$ cat src/bus_int_consts.svh
/* Bus widths, settings and readback addresses
   Reset values and fixed readback constants for the board-control block */

`ifndef BUS_INT_CONSTS_SVH
`define BUS_INT_CONSTS_SVH

// ----------------------------------------------------------------------
// Bus widths
// ----------------------------------------------------------------------
`define BI_SET_AW 8
`define BI_SET_DW 32
`define BI_RB_AW  8

// ----------------------------------------------------------------------
// Settings register addresses
// ----------------------------------------------------------------------
`define BI_SR_LEDS       8'd0
`define BI_SR_SW_RST     8'd1
`define BI_SR_CLOCK_CTRL 8'd2
`define BI_SR_SFPP_CTRL0 8'd8
`define BI_SR_SFPP_CTRL1 8'd9

// ----------------------------------------------------------------------
// Readback addresses
// ----------------------------------------------------------------------
`define BI_RB_COUNTER      8'd0
`define BI_RB_CLK_STATUS   8'd3
`define BI_RB_ETH_TYPE0    8'd4
`define BI_RB_ETH_TYPE1    8'd5
`define BI_RB_COMPAT_NUM   8'd6
`define BI_RB_NUM_CE       8'd7
`define BI_RB_SFPP_STATUS0 8'd8
`define BI_RB_SFPP_STATUS1 8'd9

// Bit 6 turns the GPS-disciplined oscillator on
`define BI_CLOCK_CTRL_RESET 8'h40

`define BI_COMPAT_MAJOR 16'd1000
`define BI_COMPAT_MINOR 16'd0
`define BI_NUM_CE       3

// Ethernet port type, 0 for 1G and 1 for 10G
`define BI_ETH_TYPE0 1'b0
`define BI_ETH_TYPE1 1'b0

`endif

$ cat src/sfpp_pkg.sv
/* SFP+ cage pin struct and SFP+ status word layout */

package sfpp_pkg;

   // Module presence, transmit fault, receive loss of signal
   typedef struct packed {
      logic mod_abs;
      logic tx_fault;
      logic rx_los;
   } sfpp_pins_t;

   // Status word as seen on the readback bus
   typedef struct packed {
      logic [15:0] phy_status;
      logic [9:0]  reserved;
      sfpp_pins_t  chgd;
      sfpp_pins_t  level;
   } sfpp_status_t;

endpackage

$ cat src/ctrl_bus_pkg.sv
/* Settings-write and readback-request bus structs
   Readback word union with raw and SFP+ status views */

`include "bus_int_consts.svh"

package ctrl_bus_pkg;

   // ----------------------------------------------------------------------
   // Settings bus
   // ----------------------------------------------------------------------

   // One write, stb is a single-cycle pulse
   typedef struct packed {
      logic                  stb;
      logic [`BI_SET_AW-1:0] addr;
      logic [`BI_SET_DW-1:0] data;
   } set_bus_t;

   // ----------------------------------------------------------------------
   // Readback bus
   // ----------------------------------------------------------------------

   // Addr is a level, rd_stb marks a consumed read
   typedef struct packed {
      logic                 rd_stb;
      logic [`BI_RB_AW-1:0] addr;
   } rb_req_t;

   // Same readback word seen two ways
   typedef union packed {
      logic [31:0]            raw;
      sfpp_pkg::sfpp_status_t sfpp;
   } rb_word_u;

endpackage

$ cat src/bus_int.sv
/* Board-control register block: LED, soft-reset and clock-control registers,
   two SFP+ cages and the readback mux */

`timescale 1ns/1ns
`include "bus_int_consts.svh"

module bus_int (
   input  logic                   clk,
   input  logic                   i_rst_n,
   input  ctrl_bus_pkg::set_bus_t i_set,
   input  ctrl_bus_pkg::rb_req_t  i_rb,
   input  logic [7:0]             i_clock_status,
   input  sfpp_pkg::sfpp_pins_t   i_sfpp0_pins,
   input  sfpp_pkg::sfpp_pins_t   i_sfpp1_pins,
   input  logic [15:0]            i_eth0_phy_status,
   input  logic [15:0]            i_eth1_phy_status,
   output logic [31:0]            o_rb_data,
   output logic [7:0]             o_leds,
   output logic [3:0]             o_sw_rst,
   output logic [7:0]             o_clock_ctrl,
   output logic [1:0]             o_sfpp0_rs_drive,
   output logic [1:0]             o_sfpp1_rs_drive
);

   sfpp_pkg::sfpp_status_t sfpp0_status;
   sfpp_pkg::sfpp_status_t sfpp1_status;
   logic [1:0]             sfpp_clr;

   // ----------------------------------------------------------------------
   // Control registers
   // ----------------------------------------------------------------------
   setting_reg #(.my_addr(`BI_SR_LEDS), .width(8)) leds_reg_inst (
      .clk     (clk),
      .i_rst_n (i_rst_n),
      .i_set   (i_set),
      .o_q     (o_leds)
   );

   // Soft reset bits
   //   0 PHY, 1 radio clock domain, 2 radio clock PLL, 3 ADC delay control
   setting_reg #(.my_addr(`BI_SR_SW_RST), .width(4)) sw_rst_reg_inst (
      .clk     (clk),
      .i_rst_n (i_rst_n),
      .i_set   (i_set),
      .o_q     (o_sw_rst)
   );

   setting_reg #(
      .my_addr  (`BI_SR_CLOCK_CTRL),
      .width    (8),
      .at_reset (`BI_CLOCK_CTRL_RESET)
   ) clock_ctrl_reg_inst (
      .clk     (clk),
      .i_rst_n (i_rst_n),
      .i_set   (i_set),
      .o_q     (o_clock_ctrl)
   );

   // ----------------------------------------------------------------------
   // SFP+ cages
   // ----------------------------------------------------------------------
   sfpp_port #(.ctrl_addr(`BI_SR_SFPP_CTRL0)) sfpp0_inst (
      .clk          (clk),
      .i_rst_n      (i_rst_n),
      .i_set        (i_set),
      .i_pins       (i_sfpp0_pins),
      .i_phy_status (i_eth0_phy_status),
      .i_clr        (sfpp_clr[0]),
      .o_status     (sfpp0_status),
      .o_rs_drive   (o_sfpp0_rs_drive)
   );

   sfpp_port #(.ctrl_addr(`BI_SR_SFPP_CTRL1)) sfpp1_inst (
      .clk          (clk),
      .i_rst_n      (i_rst_n),
      .i_set        (i_set),
      .i_pins       (i_sfpp1_pins),
      .i_phy_status (i_eth1_phy_status),
      .i_clr        (sfpp_clr[1]),
      .o_status     (sfpp1_status),
      .o_rs_drive   (o_sfpp1_rs_drive)
   );

   // ----------------------------------------------------------------------
   // Readback
   // ----------------------------------------------------------------------
   readback_mux readback_mux_inst (
      .clk            (clk),
      .i_rst_n        (i_rst_n),
      .i_rb           (i_rb),
      .i_clock_status (i_clock_status),
      .i_sfpp0_status (sfpp0_status),
      .i_sfpp1_status (sfpp1_status),
      .o_rb_data      (o_rb_data),
      .o_sfpp_clr     (sfpp_clr)
   );

endmodule

$ cat src/readback_mux.sv
/* Free-running cycle counter, readback word select
   and clear-on-read pulses for the SFP+ change flags */

`timescale 1ns/1ns
`include "bus_int_consts.svh"

module readback_mux (
   input  logic                   clk,
   input  logic                   i_rst_n,
   input  ctrl_bus_pkg::rb_req_t  i_rb,
   input  logic [7:0]             i_clock_status,
   input  sfpp_pkg::sfpp_status_t i_sfpp0_status,
   input  sfpp_pkg::sfpp_status_t i_sfpp1_status,
   output logic [31:0]            o_rb_data,
   output logic [1:0]             o_sfpp_clr
);

   logic [31:0]            counter;
   ctrl_bus_pkg::rb_word_u word;

   // Cycle counter
   always_ff @(posedge clk or negedge i_rst_n) begin
      if (!i_rst_n) begin
         counter <= '0;
      end else begin
         counter <= counter + 32'd1;
      end
   end

   // ----------------------------------------------------------------------
   // Readback select, zero latency from the address
   // ----------------------------------------------------------------------
   always_comb begin
      word.raw = '0;
      case (i_rb.addr)
         `BI_RB_COUNTER:      word.raw = counter;
         `BI_RB_CLK_STATUS:   word.raw = {24'd0, i_clock_status};
         `BI_RB_ETH_TYPE0:    word.raw = {31'd0, `BI_ETH_TYPE0};
         `BI_RB_ETH_TYPE1:    word.raw = {31'd0, `BI_ETH_TYPE1};
         `BI_RB_COMPAT_NUM:   word.raw = {`BI_COMPAT_MAJOR, `BI_COMPAT_MINOR};
         `BI_RB_NUM_CE:       word.raw = 32'(`BI_NUM_CE);
         // SFP+ words go through the status view
         `BI_RB_SFPP_STATUS0: word.sfpp = i_sfpp0_status;
         `BI_RB_SFPP_STATUS1: word.sfpp = i_sfpp1_status;
         default:             word.raw = '0;
      endcase
   end

   assign o_rb_data = word.raw;

   // Clear pulses, only on a consumed read of the matching word
   assign o_sfpp_clr[0] = i_rb.rd_stb && (i_rb.addr == `BI_RB_SFPP_STATUS0);
   assign o_sfpp_clr[1] = i_rb.rd_stb && (i_rb.addr == `BI_RB_SFPP_STATUS1);

   // One read clears at most one cage
   a_one_clr : assert property (@(posedge clk) disable iff (!i_rst_n)
      o_sfpp_clr != 2'b11)
      else $error("readback_mux cleared both SFP+ ports at once");

endmodule

$ cat src/setting_reg.sv
/* Single settings-bus register with its own address */

`timescale 1ns/1ns
`include "bus_int_consts.svh"

module setting_reg #(
   parameter logic [`BI_SET_AW-1:0] my_addr  = '0,
   parameter int                    width    = 8,
   parameter logic [width-1:0]      at_reset = '0
) (
   input  logic                   clk,
   input  logic                   i_rst_n,
   input  ctrl_bus_pkg::set_bus_t i_set,
   output logic [width-1:0]       o_q
);

   logic hit;

   // Address decode for this register
   assign hit = i_set.stb && (i_set.addr == my_addr);

   always_ff @(posedge clk or negedge i_rst_n) begin
      if (!i_rst_n) begin
         o_q <= at_reset;
      end else if (hit) begin
         // Low bits of the data word only
         o_q <= i_set.data[width-1:0];
      end
   end

   // Register must fit in one settings data word
   a_width_fits : assert property (@(posedge clk) width <= `BI_SET_DW)
      else $error("setting_reg width %0d exceeds data width", width);

endmodule

$ cat src/sfpp_port.sv
/* One SFP+ cage: pin and PHY status synchronizers, sticky change flags
   and the rate-select drive register */

`timescale 1ns/1ns
`include "bus_int_consts.svh"

module sfpp_port #(
   parameter logic [`BI_SET_AW-1:0] ctrl_addr = '0
) (
   input  logic                   clk,
   input  logic                   i_rst_n,
   input  ctrl_bus_pkg::set_bus_t i_set,
   input  sfpp_pkg::sfpp_pins_t   i_pins,
   input  logic [15:0]            i_phy_status,
   input  logic                   i_clr,
   output sfpp_pkg::sfpp_status_t o_status,
   output logic [1:0]             o_rs_drive
);

   sfpp_pkg::sfpp_pins_t pin_meta;
   sfpp_pkg::sfpp_pins_t pin_sync;
   sfpp_pkg::sfpp_pins_t pin_prev;
   sfpp_pkg::sfpp_pins_t chgd;
   logic [15:0]          phy_meta;
   logic [15:0]          phy_sync;

   // ----------------------------------------------------------------------
   // Rate select, one drive enable per RS pin
   // ----------------------------------------------------------------------
   setting_reg #(
      .my_addr  (ctrl_addr),
      .width    (2),
      .at_reset (2'b00)
   ) rs_reg_inst (
      .clk     (clk),
      .i_rst_n (i_rst_n),
      .i_set   (i_set),
      .o_q     (o_rs_drive)
   );

   // ----------------------------------------------------------------------
   // Two-flop synchronizers
   // ----------------------------------------------------------------------

   // Cage pins are asynchronous to clk
   always_ff @(posedge clk or negedge i_rst_n) begin
      if (!i_rst_n) begin
         pin_meta <= '0;
         pin_sync <= '0;
      end else begin
         pin_meta <= i_pins;
         pin_sync <= pin_meta;
      end
   end

   // Every PHY status bit treated as independent
   always_ff @(posedge clk or negedge i_rst_n) begin
      if (!i_rst_n) begin
         phy_meta <= '0;
         phy_sync <= '0;
      end else begin
         phy_meta <= i_phy_status;
         phy_sync <= phy_meta;
      end
   end

   // ----------------------------------------------------------------------
   // Change detection
   // ----------------------------------------------------------------------
   always_ff @(posedge clk or negedge i_rst_n) begin
      if (!i_rst_n) begin
         pin_prev <= '0;
      end else begin
         pin_prev <= pin_sync;
      end
   end

   // Sticky until read; an edge in the clearing cycle is dropped
   always_ff @(posedge clk or negedge i_rst_n) begin
      if (!i_rst_n) begin
         chgd <= '0;
      end else if (i_clr) begin
         chgd <= '0;
      end else begin
         chgd <= sfpp_pkg::sfpp_pins_t'(chgd | (pin_sync ^ pin_prev));
      end
   end

   always_comb begin
      o_status.phy_status = phy_sync;
      o_status.reserved   = '0;
      o_status.chgd       = chgd;
      o_status.level      = pin_sync;
   end

   // A set change flag only drops through a read from the readback mux
   a_chgd_sticky : assert property (@(posedge clk) disable iff (!i_rst_n)
      !i_clr |=> ((chgd & $past(chgd)) == $past(chgd)))
      else $error("sfpp_port change flag cleared without a read");

endmodule

$ cat config.mk
export PLATFORM = sky130hd
export DESIGN_NAME = bus_int
export DESIGN_NICKNAME = d
export VERILOG_FILES = /design/src/sfpp_pkg.sv /design/src/ctrl_bus_pkg.sv /design/src/bus_int.sv /design/src/readback_mux.sv /design/src/setting_reg.sv /design/src/sfpp_port.sv
export VERILOG_INCLUDE_DIRS = /design/src /design/src/src
export SDC_FILE = /design/constraint.sdc
export NUM_CORES = 1
export LEC_CHECK = 0
export BUFFER_PORTS_ARGS = -buffer_cell sky130_fd_sc_hd__buf_4
export CORE_MARGIN = 5
export CORE_UTILIZATION = 48
export DETAILED_ROUTE_END_ITERATION = 8
export HOLD_SLACK_MARGIN = 0.08
export PLACE_DENSITY = 0.76
export SYNTH_ARGS = -nofsm -noshare
export SYNTH_HDL_FRONTEND = slang
export SYNTH_HIERARCHICAL = 1
export SYNTH_SLANG_ARGS = --single-unit
$ cat constraint.sdc
create_clock -name clk -period 2.1 [get_ports clk]
set_input_delay 0.42 -clock clk [delete_from_list [all_inputs] [get_ports clk]]
set_output_delay 0.42 -clock clk [all_outputs]
set_load 0.01 [all_outputs]
* Yosys cells after proc, flatten, opt, wreduce, memory -nomap -nowiden
Index checks and enable logic that the tools add are counted.
Word-level totals: register bits 144, bits in latches 0, bits in writable memories 0, memory bits (read-only) 0, bits of input ports 98, output and inout bits 56, logic and storage cells 60, memories 0
Cells by class: $add $sub $neg 1, multipliers 0, div/mod/pow operators 0, magnitude comparators 0, equal/unequal tests 9, shift-type cells 0, multiplexer cells 3, bitwise logic cells 4, reduce and logical (&&, ||, !) cells 9
Operators by type and width (number):
- $pmux W32 S6 | 1
- $add A32 B1 Y32 const B | 1
- $eq A8 B4 Y1 const B | 4
- $eq A8 B2 Y1 const B | 2
- $eq A8 B3 Y1 const B | 2
- $logic_not A8 Y1 | 2
- $eq A8 B1 Y1 const B | 1
- $logic_and A1 B1 Y1 | 7
- $mux W3 | 2
- $or A3 B3 Y3 | 2
- $xor A3 B3 Y3 | 2

* Logic depth before layout (Yosys ltp)
depth in word-level cells 3, mapped depth 6

* Hierarchy
The synthesis kept the hierarchy.
Modules (own cells, without submodules):
- sfpp_port | times used 2, cells an instance 64, area each 1232.4 µm²
- readback_mux | times used 1, cells an instance 285, area each 2452.4 µm²
- setting_reg at clock_ctrl_reg_inst | times used 1, cells an instance 20, area each 344.1 µm²
- setting_reg at leds_reg_inst | times used 1, cells an instance 20, area each 340.3 µm²
- setting_reg at sw_rst_reg_inst | times used 1, cells an instance 12, area each 190.2 µm²
- setting_reg at sfpp1_inst.rs_reg_inst | times used 1, cells an instance 7, area each 103.8 µm²
- setting_reg at sfpp0_inst.rs_reg_inst | times used 1, cells an instance 7, area each 101.3 µm²

* Worst setup path before layout
OpenSTA, ideal clock, no wires.
path kind input port to output port, start in i_rb[5] in the netlist's numbering, end out o_rb_data[4], arrival time 1.850 ns, required time 1.680 ns, path slack -0.170 ns, stages 5, cell sequence or4_1 or3_1 clkbuf_1 clkbuf_1 o2bb2ai_1
On the way: cells in the longest elaborated chain, start to end 2, elaborated cells on any way between the ends 7, classes of those cells eq/ne (5); mux (1); reduce/logical (1)
RTL lines:
- start: declaration | line bus_int.sv:11 | input ctrl_bus_pkg::rb_req_t i_rb,
- $eq A8 B4 Y1, or another cell as far along | line readback_mux.sv:35 | case (i_rb.addr)
- $pmux W32 S6 * | line readback_mux.sv:35
- end: declaration | line bus_int.sv:17 | output logic [31:0] o_rb_data,
Every way passes the cells marked *; elsewhere a longest branch is shown, timed or not.

* Worst setup path in the final report
start in i_rb[5] in the netlist's numbering, end out o_rb_data[6]
Same word-level chain as after synthesis.

==> metrics.md <==
| Metric | Value |
|---|---|
| Status | complete, but fails checks |
| Violated checks | negative setup slack |
| CTS root buffer | sky130_fd_sc_hd__clkbuf_16 |
| Final hold violations | 0 |
| Area of the core | 12110 um^2 |
| Unrepaired setup endpoints after global routing | true |
| Setup slack after layout | -0.3364 ns |
| Full die area | 14830 um^2 |
| Largest stage delay on the critical path | 0.54 ns |
| I/O pin count | 154 |
| Setup slack after placement | -0.3840 ns |
| Worst slack on hold paths | 0.1073 ns |
| Starting Density | 0.4951 |
| Total power draw | 6.272 mW |
| Number of enable-type register cells in the synthesized netlist | 0 |
| Total power density per cell area | 765.5 nW/um^2 |
| Gpl congestion | 0.7863 |
| Die X | 121.8 um |
| Final HPWL from detailed placement | 9177 um |
| Synthesized area per cell | 12.52 um^2 |
| Clock Sinks | 144 |
| Number of global-route vias before repair | 4330 |
| Number of antenna violations at the first check in global routing | 0 |
| Ratio of cells with drive above 1 in the final layout | 0.4100 |
| Insertion delay of the later-clocked pin in the worst-skew pair | 0.42 ns |
| FF+latch count, synth | 144 |
| Die Height | 121.8 um |
| CTS clock-pin slew for the worst setup and hold paths | 0.06 ns |
| Max Fanout on Critical Path | 6 |
| Worst Hold Class | in2reg |
| Library cells used by synthesis | 42 |
| Final setup violating endpoints | 32 |
| Largest vdd supply drop | 578.7 uV |
| Async set-or-reset flop fraction in the synthesized netlist | 1.000 |
| Antenna diodes | 0 |
| Number of buffers added by the clock tree synthesis step | 17 |
| Number of iterations in the first detailed-routing pass | 4 |
| Number of standard-cell rows in the floorplan | 40 |
| Setup Skew | 0.007724 ns |
| Post-layout min period | 2.436 ns |
| Most Frequent Cell on Critical Path | sky130_fd_sc_hd__or4_4 |
| Data arrival time at the worst-slack endpoint | 2.02 ns |
| Global-route wire length before repair | 21210 um |
| Most instantiated flip-flop cell in the synthesis netlist | sky130_fd_sc_hd__dfrtp_1 |
| Maximum buffer depth of the clock tree | 2 |
| Most common library cell in the layout ignoring fill and taps | sky130_fd_sc_hd__dfrtp_1 |
| Number of design rule violations left after detail routing | 0 |
| Drt wl/cell | 15.69 um |
| Static power due to leakage | 3.873 nW |
| Slew at the pin with the worst max-slew slack | 0.5595 ns |
| Commonest cells after routing, fill and taps aside | 143 x sky130_fd_sc_hd__dfrtp_1, 115 x sky130_fd_sc_hd__buf_4, 42 x sky130_fd_sc_hd__nor2_1 |
| Final #Nets | 725 |
| Pin count of the biggest net entering global routing | 55 |
| TritonCTS clock tree | built |
| Total standard cell area after synthesis | 5997 um^2 |
| Number of vias in the routed layout | 3996 |
| Max-cap viol count | 0 |
| Type of the setup path with the least slack | in2out |
| R2r startpoint | readback_mux_inst/counter[10] |
| Category of the worst setup path launch point | primary input |
| Worst endpoint required time | 1.68 ns |
| Mean number of vias per cell | 4.952 |
| Total Routing Usage GR | 0.1848 |
| Cells after DPL | 774 |
| Worst setup path startpoint | i_rb[5] |
| Part of the cycle the worst path needs | 1.160 |
| Sequential cell area fraction in the yosys report | 0.6011 |
| Hold path start | i_eth1_phy_status[6] |
| Total wire length after detailed routing | 12660 um |
| # H-tree levels | 4 |
| Cell at the slowest stage of the critical path | sky130_fd_sc_hd__or4_4 |
| Number of slew-limit violations in the final report | 0 |
| Layout overhead on the synthesized area | 36.62% |
| Tightest slew margin relative to the limit | 0.6217 |
| Fin util | 0.6764 |
| Cells traversed along the worst timing path | buf_6 > or4_4 > or4_4 > nor2_4 > o2bb2ai_2 > buf_4 |
| Instance count of the mapped netlist | 479 |
| Buffers added on ports | 129 |
| Non-filler instance count after layout | 807 |
| Post-Layout Inst Area | 8193 um^2 |
| Highest clock rate | 0.4104 GHz |
| Type of element capturing the critical path | output pin |
| Final ANT Viol Nets | 0 |
| Violation count after the first detailed-routing iteration | 175 |
| Final-layout fill cell count | 900 |
| Ys Warns | 6 |
| Overall overflow remaining after global route | 0 |
| Setup TNS | -8.170 ns |
| Placement Cell Area | 7465 um^2 |
==> sequential cells by signal, summed over array words and instances (netlist names) <==
signal,count
sfpp1_inst/phy_sync,16
sfpp0_inst/phy_sync,16
sfpp1_inst/rs_reg_inst/o_q,2
sfpp0_inst/rs_reg_inst/o_q,2
sfpp0_inst/o_status,6
sfpp0_inst/pin_prev,3
sfpp0_inst/pin_meta,3
sw_rst_reg_inst/o_q,4
sfpp0_inst/phy_meta,16
clock_ctrl_reg_inst/o_q,8
leds_reg_inst/o_q,8
sfpp1_inst/phy_meta,16
sfpp1_inst/o_status,6
sfpp1_inst/pin_prev,3
readback_mux_inst/counter,32
sfpp1_inst/pin_meta,3
==> layer usage <==
metal / up-vias / track usage / routed length (um)
met2: 102 / 0.3135 / 6815
met1: 1984 / 0.2266 / 4980
met3: 18 / 0.05060 / 650
met4: 0 / 0.06863 / 217
li1: 1892 / - / -
met5: - / 0 / 0
==> repair_timing <==
item                                   4_1_cts  5_1_grt
hold buffers                                 1        0
resized for setup                           33        2
buffers inserted                             0        0
endpoints found under the hold margin       51        0
setup endpoints to repair                   32       32
pin swaps                                    5        2
==> Yosys cell counts (2+ instances only) <==
library cell / number / share of area
sky130_fd_sc_hd__a21oi_1: 38 / 0.032
sky130_fd_sc_hd__and4_1: 4 / 0.0058
sky130_fd_sc_hd__buf_2: 6 / 0.0050
sky130_fd_sc_hd__buf_4: 20 / 0.025
sky130_fd_sc_hd__clkbuf_1: 11 / 0.0069
sky130_fd_sc_hd__conb_1: 2 / 0.0013
sky130_fd_sc_hd__dfrtp_1: 143 / 0.60
sky130_fd_sc_hd__inv_1: 15 / 0.0094
sky130_fd_sc_hd__mux2_1: 4 / 0.0075
sky130_fd_sc_hd__mux2_2: 20 / 0.038
sky130_fd_sc_hd__mux2i_1: 32 / 0.053
sky130_fd_sc_hd__nand2_1: 9 / 0.0056
sky130_fd_sc_hd__nand3_1: 10 / 0.0083
sky130_fd_sc_hd__nand3_4: 2 / 0.0058
sky130_fd_sc_hd__nand4_1: 7 / 0.0073
sky130_fd_sc_hd__nand4b_1: 2 / 0.0029
sky130_fd_sc_hd__nor2_1: 60 / 0.038
sky130_fd_sc_hd__nor3_1: 7 / 0.0058
sky130_fd_sc_hd__nor3_2: 6 / 0.010
sky130_fd_sc_hd__nor3b_1: 3 / 0.0038
sky130_fd_sc_hd__nor4_2: 6 / 0.013
sky130_fd_sc_hd__nor4_4: 3 / 0.011
sky130_fd_sc_hd__nor4b_2: 2 / 0.0050
sky130_fd_sc_hd__nor4b_4: 3 / 0.012
sky130_fd_sc_hd__o21ai_1: 6 / 0.0050
sky130_fd_sc_hd__o22ai_1: 2 / 0.0021
sky130_fd_sc_hd__o2bb2ai_1: 6 / 0.0088
sky130_fd_sc_hd__or4_1: 2 / 0.0025
sky130_fd_sc_hd__xnor2_1: 18 / 0.026
sky130_fd_sc_hd__xor2_1: 18 / 0.026
==> where the power goes <==
group / internal, mW / total [mW] / switching [mW] / leakage (nW)
logic: 0.222 / 0.458 / 0.236 / 1.83
clock network: 1.78 / 2.89 / 1.12 / 0.271
registers: 2.88 / 2.92 / 0.0398 / 1.77
==> kinds of logic after synthesis <==
family	Yosys count	share of synthesized area
buf+inv	55	0.05216
mux	56	0.09848
xor+xnor	36	0.05258
compound gates	52	0.04757
simple gates	133	0.1448
other cells	2	0.001252
fa+ha+maj	1	0.002086
flops	144	0.6011
==> critical path: cells and delay by family <==
| family | cells | cell delay, ns |
|---|---|---|
| compound gates | 1 | 0.13 |
| simple gates | 3 | 1.24 |
| buf+inv | 2 | 0.23 |
==> final timing paths <==
kind | to | slack (ns) | depth (start not counted)
setup / recovery | o_rb_data[6] | -0.34 | 6
hold / removal | sfpp1_inst/phy_meta[6] | 0.11 | 1
setup reg to reg | readback_mux_inst/counter[19] | 0.27 | 4
hold reg to reg | sfpp0_inst/phy_sync[6] | 0.34 | 0
max in group asynchronous | readback_mux_inst/counter[23] | 0.92 | 3
min in group asynchronous | sfpp0_inst/pin_meta[0] | 0.54 | 2
==> cell type report <==
class	count	area, um^2	share of cell area
well taps	168	210.2	0.02566
clock buffers	19	442.9	0.05406
clock inverters	13	138.9	0.01695
flip-flops and latches	144	3605	0.4400
repair buffers	150	1318	0.1608
inverters	15	56.30	0.006872
multi-input cells	298	2422	0.2957
No activity file was read; power rests on OpenSTA's default activity.
